--- src/source/fifo_cfg_pkg.sv ---
/*
  FIFO configuration package
  Holds the geometry of the credit-flow FIFO and the vector types
  that carry entries, RAM addresses and counts, plus the status
  structs reported on the push and pop sides
*/
`default_nettype none

package fifo_cfg_pkg;

  // ------------------------------------------------------------
  // Geometry
  // ------------------------------------------------------------
  localparam int fifo_depth  = 8;
  localparam int data_width  = 16;
  localparam int addr_width  = $clog2(fifo_depth);
  localparam int count_width = $clog2(fifo_depth + 1);

  typedef logic [data_width-1:0]  data_t;
  typedef logic [addr_width-1:0]  addr_t;
  typedef logic [count_width-1:0] count_t;

  // Pointers wrap after the last RAM entry
  localparam addr_t  last_addr   = addr_t'(fifo_depth - 1);
  // The depth as a count, used to load counters at reset
  localparam count_t depth_count = count_t'(fifo_depth);

  // ------------------------------------------------------------
  // Status
  // ------------------------------------------------------------
  typedef struct packed {
    logic   full;
    logic   full_next;
    count_t slots;
    count_t slots_next;
  } push_status_t;

  typedef struct packed {
    logic   empty;
    logic   empty_next;
    count_t items;
    count_t items_next;
  } pop_status_t;

endpackage

`default_nettype wire

--- src/source/fifo_ram_pkg.sv ---
/*
  FIFO RAM port package
  Port structs for the 1R1W pseudo-dual-port RAM behind the FIFO
  controller
*/
`default_nettype none

package fifo_ram_pkg;

  // Write port, the entry lands one cycle after valid
  typedef struct packed {
    logic                valid;
    fifo_cfg_pkg::addr_t addr;
    fifo_cfg_pkg::data_t data;
  } ram_wr_t;

  // Read request, served in the same cycle
  typedef struct packed {
    logic                valid;
    fifo_cfg_pkg::addr_t addr;
  } ram_rd_req_t;

  // Read response
  typedef struct packed {
    logic                valid;
    fifo_cfg_pkg::data_t data;
  } ram_rd_rsp_t;

endpackage

`default_nettype wire

--- src/source/fifo_credit_top.sv ---
/*
  Credit-flow FIFO top level
  The 1R1W FIFO controller with its flop RAM attached
*/
`timescale 1ns/10ps
`default_nettype none

module fifo_credit_top (
  input  logic                       clk,
  input  logic                       rst_n,
  // Push side, driven by the credit sender
  input  logic                       push_credit_stall,
  output logic                       push_credit,
  input  logic                       push_valid,
  input  fifo_cfg_pkg::data_t        push_data,
  output fifo_cfg_pkg::count_t       push_credit_count,
  // Pop side
  input  logic                       pop_ready,
  output logic                       pop_valid,
  output fifo_cfg_pkg::data_t        pop_data,
  // Status
  output fifo_cfg_pkg::push_status_t push_status,
  output fifo_cfg_pkg::pop_status_t  pop_status
);
  import fifo_ram_pkg::*;

  // RAM ports between controller and storage
  ram_wr_t     ram_wr;
  ram_rd_req_t ram_rd_req;
  ram_rd_rsp_t ram_rd_rsp;

  fifo_ctrl_1r1w_push_credit i_ctrl (
    .clk               (clk),
    .rst_n             (rst_n),
    .push_credit_stall (push_credit_stall),
    .push_credit       (push_credit),
    .push_valid        (push_valid),
    .push_data         (push_data),
    .push_credit_count (push_credit_count),
    .pop_ready         (pop_ready),
    .pop_valid         (pop_valid),
    .pop_data          (pop_data),
    .push_status       (push_status),
    .pop_status        (pop_status),
    .ram_wr            (ram_wr),
    .ram_rd_req        (ram_rd_req),
    .ram_rd_rsp        (ram_rd_rsp)
  );

  fifo_ram_1r1w i_ram (
    .clk        (clk),
    .ram_wr     (ram_wr),
    .ram_rd_req (ram_rd_req),
    .ram_rd_rsp (ram_rd_rsp)
  );

endmodule

`default_nettype wire

--- src/source/fifo_ctrl_1r1w_push_credit.sv ---
/*
  FIFO controller, 1R1W with credit push and ready/valid pop
  Joins the push and pop controllers and exposes the ports of an
  external pseudo-dual-port RAM
*/
`timescale 1ns/10ps
`default_nettype none

module fifo_ctrl_1r1w_push_credit (
  input  logic                       clk,
  input  logic                       rst_n,
  // Push side
  input  logic                       push_credit_stall,
  output logic                       push_credit,
  input  logic                       push_valid,
  input  fifo_cfg_pkg::data_t        push_data,
  output fifo_cfg_pkg::count_t       push_credit_count,
  // Pop side
  input  logic                       pop_ready,
  output logic                       pop_valid,
  output fifo_cfg_pkg::data_t        pop_data,
  // Status
  output fifo_cfg_pkg::push_status_t push_status,
  output fifo_cfg_pkg::pop_status_t  pop_status,
  // RAM ports
  output fifo_ram_pkg::ram_wr_t      ram_wr,
  output fifo_ram_pkg::ram_rd_req_t  ram_rd_req,
  input  fifo_ram_pkg::ram_rd_rsp_t  ram_rd_rsp
);
  import fifo_cfg_pkg::*;

  // Bypass hand-off between the two sides
  logic  bypass_ready;
  logic  bypass_valid;
  data_t bypass_data;

  // RAM traffic strobes, each side counts the other's moves
  logic  ram_push;
  logic  ram_pop;

  fifo_push_ctrl_credit i_push_ctrl (
    .clk               (clk),
    .rst_n             (rst_n),
    .push_credit_stall (push_credit_stall),
    .push_valid        (push_valid),
    .push_data         (push_data),
    .bypass_ready      (bypass_ready),
    .ram_pop           (ram_pop),
    .push_credit       (push_credit),
    .push_credit_count (push_credit_count),
    .push_status       (push_status),
    .bypass_valid      (bypass_valid),
    .bypass_data       (bypass_data),
    .ram_wr            (ram_wr),
    .ram_push          (ram_push)
  );

  fifo_pop_ctrl i_pop_ctrl (
    .clk          (clk),
    .rst_n        (rst_n),
    .pop_ready    (pop_ready),
    .bypass_valid (bypass_valid),
    .bypass_data  (bypass_data),
    .ram_rd_rsp   (ram_rd_rsp),
    .ram_push     (ram_push),
    .pop_valid    (pop_valid),
    .pop_data     (pop_data),
    .pop_status   (pop_status),
    .bypass_ready (bypass_ready),
    .ram_rd_req   (ram_rd_req),
    .ram_pop      (ram_pop)
  );

endmodule

`default_nettype wire

--- src/source/fifo_pop_ctrl.sv ---
/*
  FIFO pop controller, ready/valid variant
  Tracks the items held in the RAM, reads the head entry and
  presents it on the pop side, or forwards the current push when
  the RAM holds nothing
*/
`timescale 1ns/10ps
`default_nettype none

module fifo_pop_ctrl (
  input  logic                      clk,
  input  logic                      rst_n,
  input  logic                      pop_ready,
  input  logic                      bypass_valid,
  input  fifo_cfg_pkg::data_t       bypass_data,
  input  fifo_ram_pkg::ram_rd_rsp_t ram_rd_rsp,
  input  logic                      ram_push,
  output logic                      pop_valid,
  output fifo_cfg_pkg::data_t       pop_data,
  output fifo_cfg_pkg::pop_status_t pop_status,
  output logic                      bypass_ready,
  output fifo_ram_pkg::ram_rd_req_t ram_rd_req,
  output logic                      ram_pop
);
  import fifo_cfg_pkg::*;

  addr_t  rd_ptr;
  count_t items;
  count_t items_next;
  logic   empty;

  // The RAM is empty when no written entry is left
  assign empty = (items == '0);

  // ------------------------------------------------------------
  // Read path
  // ------------------------------------------------------------

  // The head entry is requested whenever there is one
  assign ram_rd_req = '{valid: !empty, addr: rd_ptr};

  // With the RAM empty the pop side shows the push of this cycle
  // A push that is not taken lands in the RAM and stays at the head
  // so the shown data does not change until the transfer
  assign pop_valid = empty ? bypass_valid : ram_rd_rsp.valid;
  assign pop_data  = empty ? bypass_data : ram_rd_rsp.data;

  // The push side may hand over directly only if the pop side takes it now
  assign bypass_ready = empty && pop_ready;

  // A transfer from the RAM head
  assign ram_pop = !empty && ram_rd_rsp.valid && pop_ready;

  // Read pointer follows the write pointer around the ring
  always_ff @(posedge clk) begin
    if (!rst_n) begin
      rd_ptr <= '0;
    end else if (ram_pop) begin
      rd_ptr <= (rd_ptr == last_addr) ? '0 : rd_ptr + addr_t'(1);
    end
  end

  // ------------------------------------------------------------
  // Item count
  // ------------------------------------------------------------

  // Writes become readable one cycle later, which the registered count
  // matches since it rises on the same edge as the RAM write
  always_comb begin
    case ({ram_push, ram_pop})
      2'b10:   items_next = items + count_t'(1);
      2'b01:   items_next = items - count_t'(1);
      default: items_next = items;
    endcase
  end

  always_ff @(posedge clk) begin
    if (!rst_n) begin
      items <= '0;
    end else begin
      items <= items_next;
    end
  end

  assign pop_status = '{
    empty:      empty,
    empty_next: (items_next == '0),
    items:      items,
    items_next: items_next
  };

endmodule

`default_nettype wire

--- src/source/fifo_push_ctrl_credit.sv ---
/*
  FIFO push controller, credit/valid variant
  Returns credits to the sender, writes pushes into the RAM or hands
  them to the pop side when the FIFO is empty, and keeps the count
  of free RAM slots
*/
`timescale 1ns/10ps
`default_nettype none

module fifo_push_ctrl_credit (
  input  logic                       clk,
  input  logic                       rst_n,
  input  logic                       push_credit_stall,
  input  logic                       push_valid,
  input  fifo_cfg_pkg::data_t        push_data,
  input  logic                       bypass_ready,
  input  logic                       ram_pop,
  output logic                       push_credit,
  output fifo_cfg_pkg::count_t       push_credit_count,
  output fifo_cfg_pkg::push_status_t push_status,
  output logic                       bypass_valid,
  output fifo_cfg_pkg::data_t        bypass_data,
  output fifo_ram_pkg::ram_wr_t      ram_wr,
  output logic                       ram_push
);
  import fifo_cfg_pkg::*;

  logic   credit_en;
  count_t credit_cnt;
  count_t credit_cnt_next;
  logic   bypass_beat;
  logic   pop_beat;
  addr_t  wr_ptr;
  count_t slots;
  count_t slots_next;

  // ------------------------------------------------------------
  // Credit return
  // ------------------------------------------------------------

  // A push taken by the bypass leaves the FIFO in the same cycle
  assign bypass_beat = push_valid && bypass_ready;

  // Any pop frees a place, whether it came from the RAM or the bypass
  assign pop_beat = ram_pop || bypass_beat;

  // Credits go out one per cycle while some are owed and the sender does not stall
  assign push_credit = credit_en && (credit_cnt != '0) && !push_credit_stall;

  assign push_credit_count = credit_cnt;

  // The counter holds credits still owed to the sender
  // A pop in this cycle shows up in the count on the next cycle
  always_comb begin
    credit_cnt_next = credit_cnt;
    if (push_credit && !pop_beat) begin
      credit_cnt_next = credit_cnt - count_t'(1);
    end else if (pop_beat && !push_credit) begin
      credit_cnt_next = credit_cnt + count_t'(1);
    end
  end

  // The enable flag keeps credits quiet while reset is applied
  always_ff @(posedge clk) begin
    if (!rst_n) begin
      credit_en  <= 1'b0;
      credit_cnt <= depth_count;
    end else begin
      credit_en  <= 1'b1;
      credit_cnt <= credit_cnt_next;
    end
  end

  // ------------------------------------------------------------
  // Write path
  // ------------------------------------------------------------

  // Every push is offered to the pop side first
  assign bypass_valid = push_valid;
  assign bypass_data  = push_data;

  // Only a push the bypass did not take is written to the RAM
  assign ram_push = push_valid && !bypass_ready;

  assign ram_wr = '{valid: ram_push, addr: wr_ptr, data: push_data};

  // Write pointer wraps after the last entry
  always_ff @(posedge clk) begin
    if (!rst_n) begin
      wr_ptr <= '0;
    end else if (ram_push) begin
      wr_ptr <= (wr_ptr == last_addr) ? '0 : wr_ptr + addr_t'(1);
    end
  end

  // ------------------------------------------------------------
  // Slot count
  // ------------------------------------------------------------

  // A bypassed push borrows a slot and gives it back in the same cycle
  // so only RAM traffic moves the count
  always_comb begin
    case ({ram_push, ram_pop})
      2'b10:   slots_next = slots - count_t'(1);
      2'b01:   slots_next = slots + count_t'(1);
      default: slots_next = slots;
    endcase
  end

  always_ff @(posedge clk) begin
    if (!rst_n) begin
      slots <= depth_count;
    end else begin
      slots <= slots_next;
    end
  end

  assign push_status = '{
    full:       (slots == '0),
    full_next:  (slots_next == '0),
    slots:      slots,
    slots_next: slots_next
  };

endmodule

`default_nettype wire

--- src/source/fifo_ram_1r1w.sv ---
/*
  Flop-based 1R1W RAM
  One write port with a latency of one cycle and one combinational
  read port
*/
`timescale 1ns/10ps
`default_nettype none

module fifo_ram_1r1w (
  input  logic                      clk,
  input  fifo_ram_pkg::ram_wr_t     ram_wr,
  input  fifo_ram_pkg::ram_rd_req_t ram_rd_req,
  output fifo_ram_pkg::ram_rd_rsp_t ram_rd_rsp
);
  import fifo_cfg_pkg::*;

  // Storage array, contents are only read after being written
  data_t mem [fifo_depth];

  // ------------------------------------------------------------
  // Write port
  // ------------------------------------------------------------
  always_ff @(posedge clk) begin
    if (ram_wr.valid) begin
      mem[ram_wr.addr] <= ram_wr.data;
    end
  end

  // ------------------------------------------------------------
  // Read port
  // ------------------------------------------------------------

  // The response comes back in the cycle of the request
  assign ram_rd_rsp = '{valid: ram_rd_req.valid, data: mem[ram_rd_req.addr]};

endmodule

`default_nettype wire

--- config.mk ---
export PLATFORM = sky130hd
export DESIGN_NAME = fifo_credit_top
export DESIGN_NICKNAME = d
export VERILOG_FILES = /design/src/source/fifo_cfg_pkg.sv /design/src/source/fifo_ram_pkg.sv /design/src/source/fifo_credit_top.sv /design/src/source/fifo_ctrl_1r1w_push_credit.sv /design/src/source/fifo_pop_ctrl.sv /design/src/source/fifo_push_ctrl_credit.sv /design/src/source/fifo_ram_1r1w.sv
export SDC_FILE = /design/constraint.sdc
export NUM_CORES = 1
export LEC_CHECK = 0
export BUFFER_PORTS_ARGS = -buffer_cell sky130_fd_sc_hd__buf_2
export CAP_MARGIN = 30
export CORE_MARGIN = 8
export CORE_UTILIZATION = 55
export CTS_BUF_LIST = sky130_fd_sc_hd__clkbuf_4
export CTS_CLUSTER_SIZE = 20
export DETAILED_ROUTE_END_ITERATION = 10
export GPL_TIMING_DRIVEN = 1
export HOLD_SLACK_MARGIN = 0.02
export PLACE_DENSITY = 0.78
export SYNTH_ARGS = -nofsm -noshare
export SYNTH_HDL_FRONTEND = slang
export SYNTH_SLANG_ARGS = --single-unit
--- constraint.sdc ---
create_clock -name clk -period 4.55 [get_ports clk]
set_input_delay 1.365 -clock clk [delete_from_list [all_inputs] [get_ports clk]]
set_output_delay 1.365 -clock clk [all_outputs]
set_load 0.02 [all_outputs]
; ---- Word-level counts from Yosys, hierarchy flattened
; Memories as Yosys holds them, arrays and structs flattened. A register that Yosys moved wholly into a read port is not among the register bits.
; Index checks and enable logic that the tools add are counted.
[totals]
register_bits = 19
latch_bits = 0
ram_bits = 128
rom_bits = 0
in_bits = 21
output_inout_bits = 42
elab_cells = 52
memories = 1
[op_classes]
n_addsub = 8
multipliers = 0
div_mod_pow = 0
order_cmp = 0
eq_ne = 4
shift = 0
mux = 13
bitwise_logic = 0
reduce_logical = 20
[memory_table]
columns = memory, depth, width, read_ports, rd_clocked_by_memory_dff, wr, line_no
row1 = i_ram.mem, 8, 16, 1, 1, 1, fifo_ram_1r1w.sv:18  ; data_t mem [fifo_depth];
[op_table]
columns = op, n
row1 = logical NOT 4 bit, 4
row2 = 2-to-1 mux 16 bit, 1
row3 = one-hot mux 4 bit (2 select lines), 2
row4 = "adder 4 x 1 -> 4 bit, second input constant", 3
row5 = 2-to-1 mux 3 bit, 4
row6 = "subtractor 4 x 1 -> 4 bit, second input constant", 3
row7 = logical AND 1 bit, 8
row8 = 2-to-1 mux 4 bit, 2
row9 = "adder 3 x 1 -> 3 bit, second input constant", 2
row10 = "== test 3 bit, second input constant", 2
row11 = logical NOT 1 bit, 5
row12 = 2-to-1 mux 1 bit, 4
row13 = nonzero test 4 bit, 1
row14 = "== test 2 x 1 -> 1 bit, second input constant", 1
row15 = "== test 2 bit, second input constant", 1
row16 = nonzero test 2 bit, 1
row17 = logical OR 1 bit, 1

; ---- Logic depth before layout (Yosys ltp)
[depth]
ltp_word = 7
depth_mapped = 13
ltp_nobuf = 11

; ---- Modules after synthesis
; Synthesis repeated with hierarchy kept, for this count alone.
[unflattened]
cells_unflattened = 400
area_unflattened_um2 = 6779.0
[by_module_without_submodules]
columns = module, instances, cells_per_inst, area_per_inst_um2, seq_area_each_um2
row1 = fifo_ram_1r1w, 1, 199, 4981.0, 3843.7
row2 = fifo_push_ctrl_credit, 1, 118, 1014.7, 240.2
row3 = fifo_pop_ctrl, 1, 83, 783.3, 140.1

; ---- Worst setup path before layout
; Ideal clock, no wire load.
[synth_timing]
path_kind = input-to-output
start = input port push_valid
end = output port pop_status[8] (netlist name)
arrival_ns = 3.741
t_required_ns = 3.185
slack_ns = -0.556
stages = 7
n_path_buf = 1
cell_sequence = a21boi_2 > clkinv_1 > ha_1 > clkbuf_1 > mux2_2 > a2111o_1 > a211oi_1
[synth_rtl]
columns = element, line_no
row1 = from (decl), fifo_credit_top.sv:14  ; input logic push_valid,
row2 = to (decl), fifo_credit_top.sv:23  ; output fifo_cfg_pkg::pop_status_t pop_status

==> impl_metrics.env <==
export IMPL_hold_buffers=0
export IMPL_hold_viol=0
export IMPL_synth_main_ff_cell="edfxtp_1"
export IMPL_clockBufferDepth=2
export IMPL_grt_setup_unrepaired="yes"
export IMPL_powerDensity_mw_per_mm2=663
export IMPL_hold_path_class="flip-flop to flip-flop"
export IMPL_status="finished, violations left"
export IMPL_cts_tree="built"
export IMPL_min_delay_start="i_ctrl.i_pop_ctrl.rd_ptr[2]$_SDFFE_PN0P_"
export IMPL_min_to="i_ctrl.i_pop_ctrl.rd_ptr[2]$_SDFFE_PN0P_"
export IMPL_total_power_uw=4950
export IMPL_worstPathCellList="buf_6 -> nor2b_4 -> nand2_4 -> xnor2_2 -> ha_1 -> mux2_4 -> a2111o_1 -> a211oi_4 -> buf_6"
export IMPL_worstSetupPathType="input pin to output pin"
export IMPL_gr_total_overflow=0
export IMPL_ios=63
export IMPL_start_kind="input pin"
export IMPL_fin_tns_setup_ns=-0.0520
export IMPL_netlist_area_leader_share_pct=61.1
export IMPL_seqPwrFrac_pct=35.0
export IMPL_cts_max_level=4
export IMPL_slew_headroom_pct=44.8
export IMPL_synth_edf_count=128
export IMPL_timing_fmax_mhz=217
export IMPL_p_int_uw=3120
export IMPL_track_usage_pct=17.8
export IMPL_maxSlewViolCount=0
export IMPL_gp_congestion=0.827
export IMPL_fillers=761
export IMPL_final_util_pct=66.3
export IMPL_synth_commonest_cells="edfxtp_1, mux4_2, nand2_1, dfxtp_1"
export IMPL_n_antenna_cell=0
export IMPL_cp_slowest_cell="a2111o_1"
export IMPL_cp_arrival_ns=3.24
export IMPL_p_sw_share_pct=37.1
export IMPL_fin_nets=513
export IMPL_dr_total_vias=3621
export IMPL_worst_path_stages=9
export IMPL_layout_cells_non_filler=634
export IMPL_cap_violations=0
export IMPL_max_slew_worst_pin_slew_ns=0.827
export IMPL_worstRegToRegCells=11
export IMPL_syn_nets=416
export IMPL_async_reset_ff_share_pct=0
export IMPL_initial_utilization_pct=55.8
export IMPL_crit_top_cell="buf_6"
export IMPL_dp_hpwl_um=7910
export IMPL_firstDrtPassIters=5
export IMPL_grt_pass1_wl_um=20100
export IMPL_wl_per_cell_um=19.8
export IMPL_vdd_ir_drop_max_uv=680
export IMPL_power_leakage_uw=0.00266
export IMPL_final_antenna_net_count=0
export IMPL_synth_avg_cell_area_um2=16.5
export IMPL_p_sw_uw=1840
export IMPL_worstSetupEndpointType="output pin"
export IMPL_r2r_setup_slack_ns=1.34
export IMPL_numCtsBuffers=17
export IMPL_slowest_delay_ns=0.43
export IMPL_dpl_worst_slack_ns=-0.184
export IMPL_cp_top_family="compound AO/OA/AOI/OAI gates"
export IMPL_core_area_mm2=0.0113
export IMPL_synth_area_leader_cell="edfxtp_1"
export IMPL_path_clk_slew_ns=0.12
export IMPL_syn_inst=382
export IMPL_setup_viol_count_final=1
export IMPL_clk_latency_ns=0.52
export IMPL_reg2reg_to="i_ctrl.i_push_ctrl.push_credit_count[3]$_SDFFE_PN1P_"
export IMPL_rows=39
export IMPL_crit_fanout=5
export IMPL_drc=0
export IMPL_synth_most_common_cell="edfxtp_1"
export IMPL_port_buffers=62
export IMPL_violations="negative setup slack"
export IMPL_mappedNetlistArea_mm2=0.00629
export IMPL_drive_above_1_share_pct=38.1
export IMPL_die_h_um=123
export IMPL_synth_seq_cells=150
export IMPL_yosysWarnings=0
export IMPL_drt_initial_drc_count=287
export IMPL_synthToLayoutAreaGrowth_pct=18.7
export IMPL_finalWirelength_um=12600
export IMPL_required_ns=3.18
export IMPL_placed_cells=598
export IMPL_setup_ws_ns=-0.0520
export IMPL_min_path_cells=2
export IMPL_min_period_ns=4.60
export IMPL_skew_ns=0.0155
export IMPL_antenna_found_initial=0
export IMPL_min_period_over_period_pct=101
export IMPL_clockRootBuffer="clkbuf_4"
export IMPL_first_global_vias=3855
export IMPL_grt_max_degree=39
export IMPL_clock_sinks=150
export IMPL_synth_cell_type_count=45
export IMPL_die_w_um=123
export IMPL_viasPerCell=5.71
export IMPL_r2r_start="i_ctrl.i_pop_ctrl.items[1]$_SDFF_PN0_"
export IMPL_pwr_share_clk_pct=20.2
export IMPL_yosysSeqAreaShare_pct=68.1
export IMPL_synth_area_leaders="edfxtp_1, mux4_2, dfxtp_1"
export IMPL_path_buf_inv=2
export IMPL_dieArea_mm2=0.0151
export IMPL_comb_power_share_pct=44.7
## registers in the layout, summed over array words and instances (netlist names), named ones only
signal and cells:
i_ctrl.i_push_ctrl.wr_ptr 3, i_ctrl.i_push_ctrl.credit_en 1, i_ctrl.i_pop_ctrl.rd_ptr 3, i_ram.mem 128
i_ctrl.i_pop_ctrl.items 4, i_ctrl.i_push_ctrl.slots 4, i_ctrl.i_push_ctrl.push_credit_count 4
## cells in the final DEF (no fill, tap or decap), types with 2 or more instances in the layout
cell,count
edfxtp_1,128
buf_2,58
buf_4,34
mux4_2,32
nand2_1,31
mux2i_1,18
dfxtp_1,18
clkbuf_4,18
o21ai_0,17
a21oi_1,14
nor2_1,10
inv_1,9
ha_1,9
bufinv_16,6
nand2b_1,5
and2_1,5
nand3_1,4
nor3_2,4
or3_1,4
buf_6,4
inv_6,3
xor2_1,3
dfxtp_2,3
clkinv_4,2
xnor2_1,2
a2111o_1,2
nand4_1,2
o211ai_1,2
a211oi_1,2
nor3b_1,2
nor2b_1,2
nor3_1,2
a21o_1,2
nor4_1,2
fa_1,2
ha_4,2
clkinv_2,2
## layer usage
layer	vias up	track usage (%)	wire length, um
met5	-	0	0
met4	0	6.02	76
met3	8	4.75	870
met2	136	30.8	6770
met1	1786	21.3	4860
li1	1691	-	-
## through the flow
stage	area [um2]	hold slack (ns)
6_report	7470	0.496
5_1_grt	7470	0.522
4_1_cts	7410	0.496
3_5_place_dp	6990	0.477
3_3_place_gp	6990	0.476
2_1_floorplan	6360	0.462
## power by group through the flow
| stage | Combinational (uW) | Clock (uW) | Sequential (uW) |
|---|---|---|---|
| floorplan | 1510 | 0 | 1760 |
| global placement | 2090 | 0 | 1750 |
| detailed placement | 2140 | 0 | 1760 |
| CTS | 2190 | 1030 | 1730 |
| global route | 2400 | 1080 | 1760 |
| finish | 2220 | 1000 | 1740 |
## what timing repair did
| action | in CTS | in global routing |
|---|---|---|
| cloned | 0 | 0 |
| gates resized for setup | 8 | 14 |
| endpoints found under the setup margin | 3 | 3 |
| pin swaps | 5 | 9 |
| buffers inserted | 4 | 1 |
## final cells by class
cell class | count | area [um2] | area share, %
multi-input cells | 202 | 1990 | 26.6
well taps | 143 | 179 | 2.40
clock buffers | 18 | 135 | 1.81
flip-flops and latches | 150 | 4290 | 57.5
repair buffers | 96 | 591 | 7.91
clock inverters | 13 | 228 | 3.05
inverters | 12 | 55.1 | 0.737
## tightest hold or removal path, stage by stage (launching register included)
cell and delay, ns:
dfxtp_1 0.33, nand2_1 0.07, a21oi_1 0.06
## logic make-up (layout without fill, tap and decap cells)
family                     Yosys count  in the layout  share of synthesized area (%)
adders and majority gates           13             13                           2.82
AOI/OAI and AO/OA                   46             46                           4.41
buffers and inverters               30            139                           2.29
and+or+nand+nor                     85             85                           6.90
DFF                                150            150                           68.1
xor gates and xnor gates             6              6                          0.835
muxes                               52             52                           14.7
## worst max path at each step
stage | from | to
after global placement | push_valid | pop_status[8]
after detailed placement | push_valid | pop_status[8]
final | push_valid | pop_status[8]
after global routing | pop_ready | pop_status[8]
after CTS | pop_ready | pop_status[8]
after floorplan | push_valid | pop_status[8]
No activity file was read; power rests on OpenSTA's default activity.
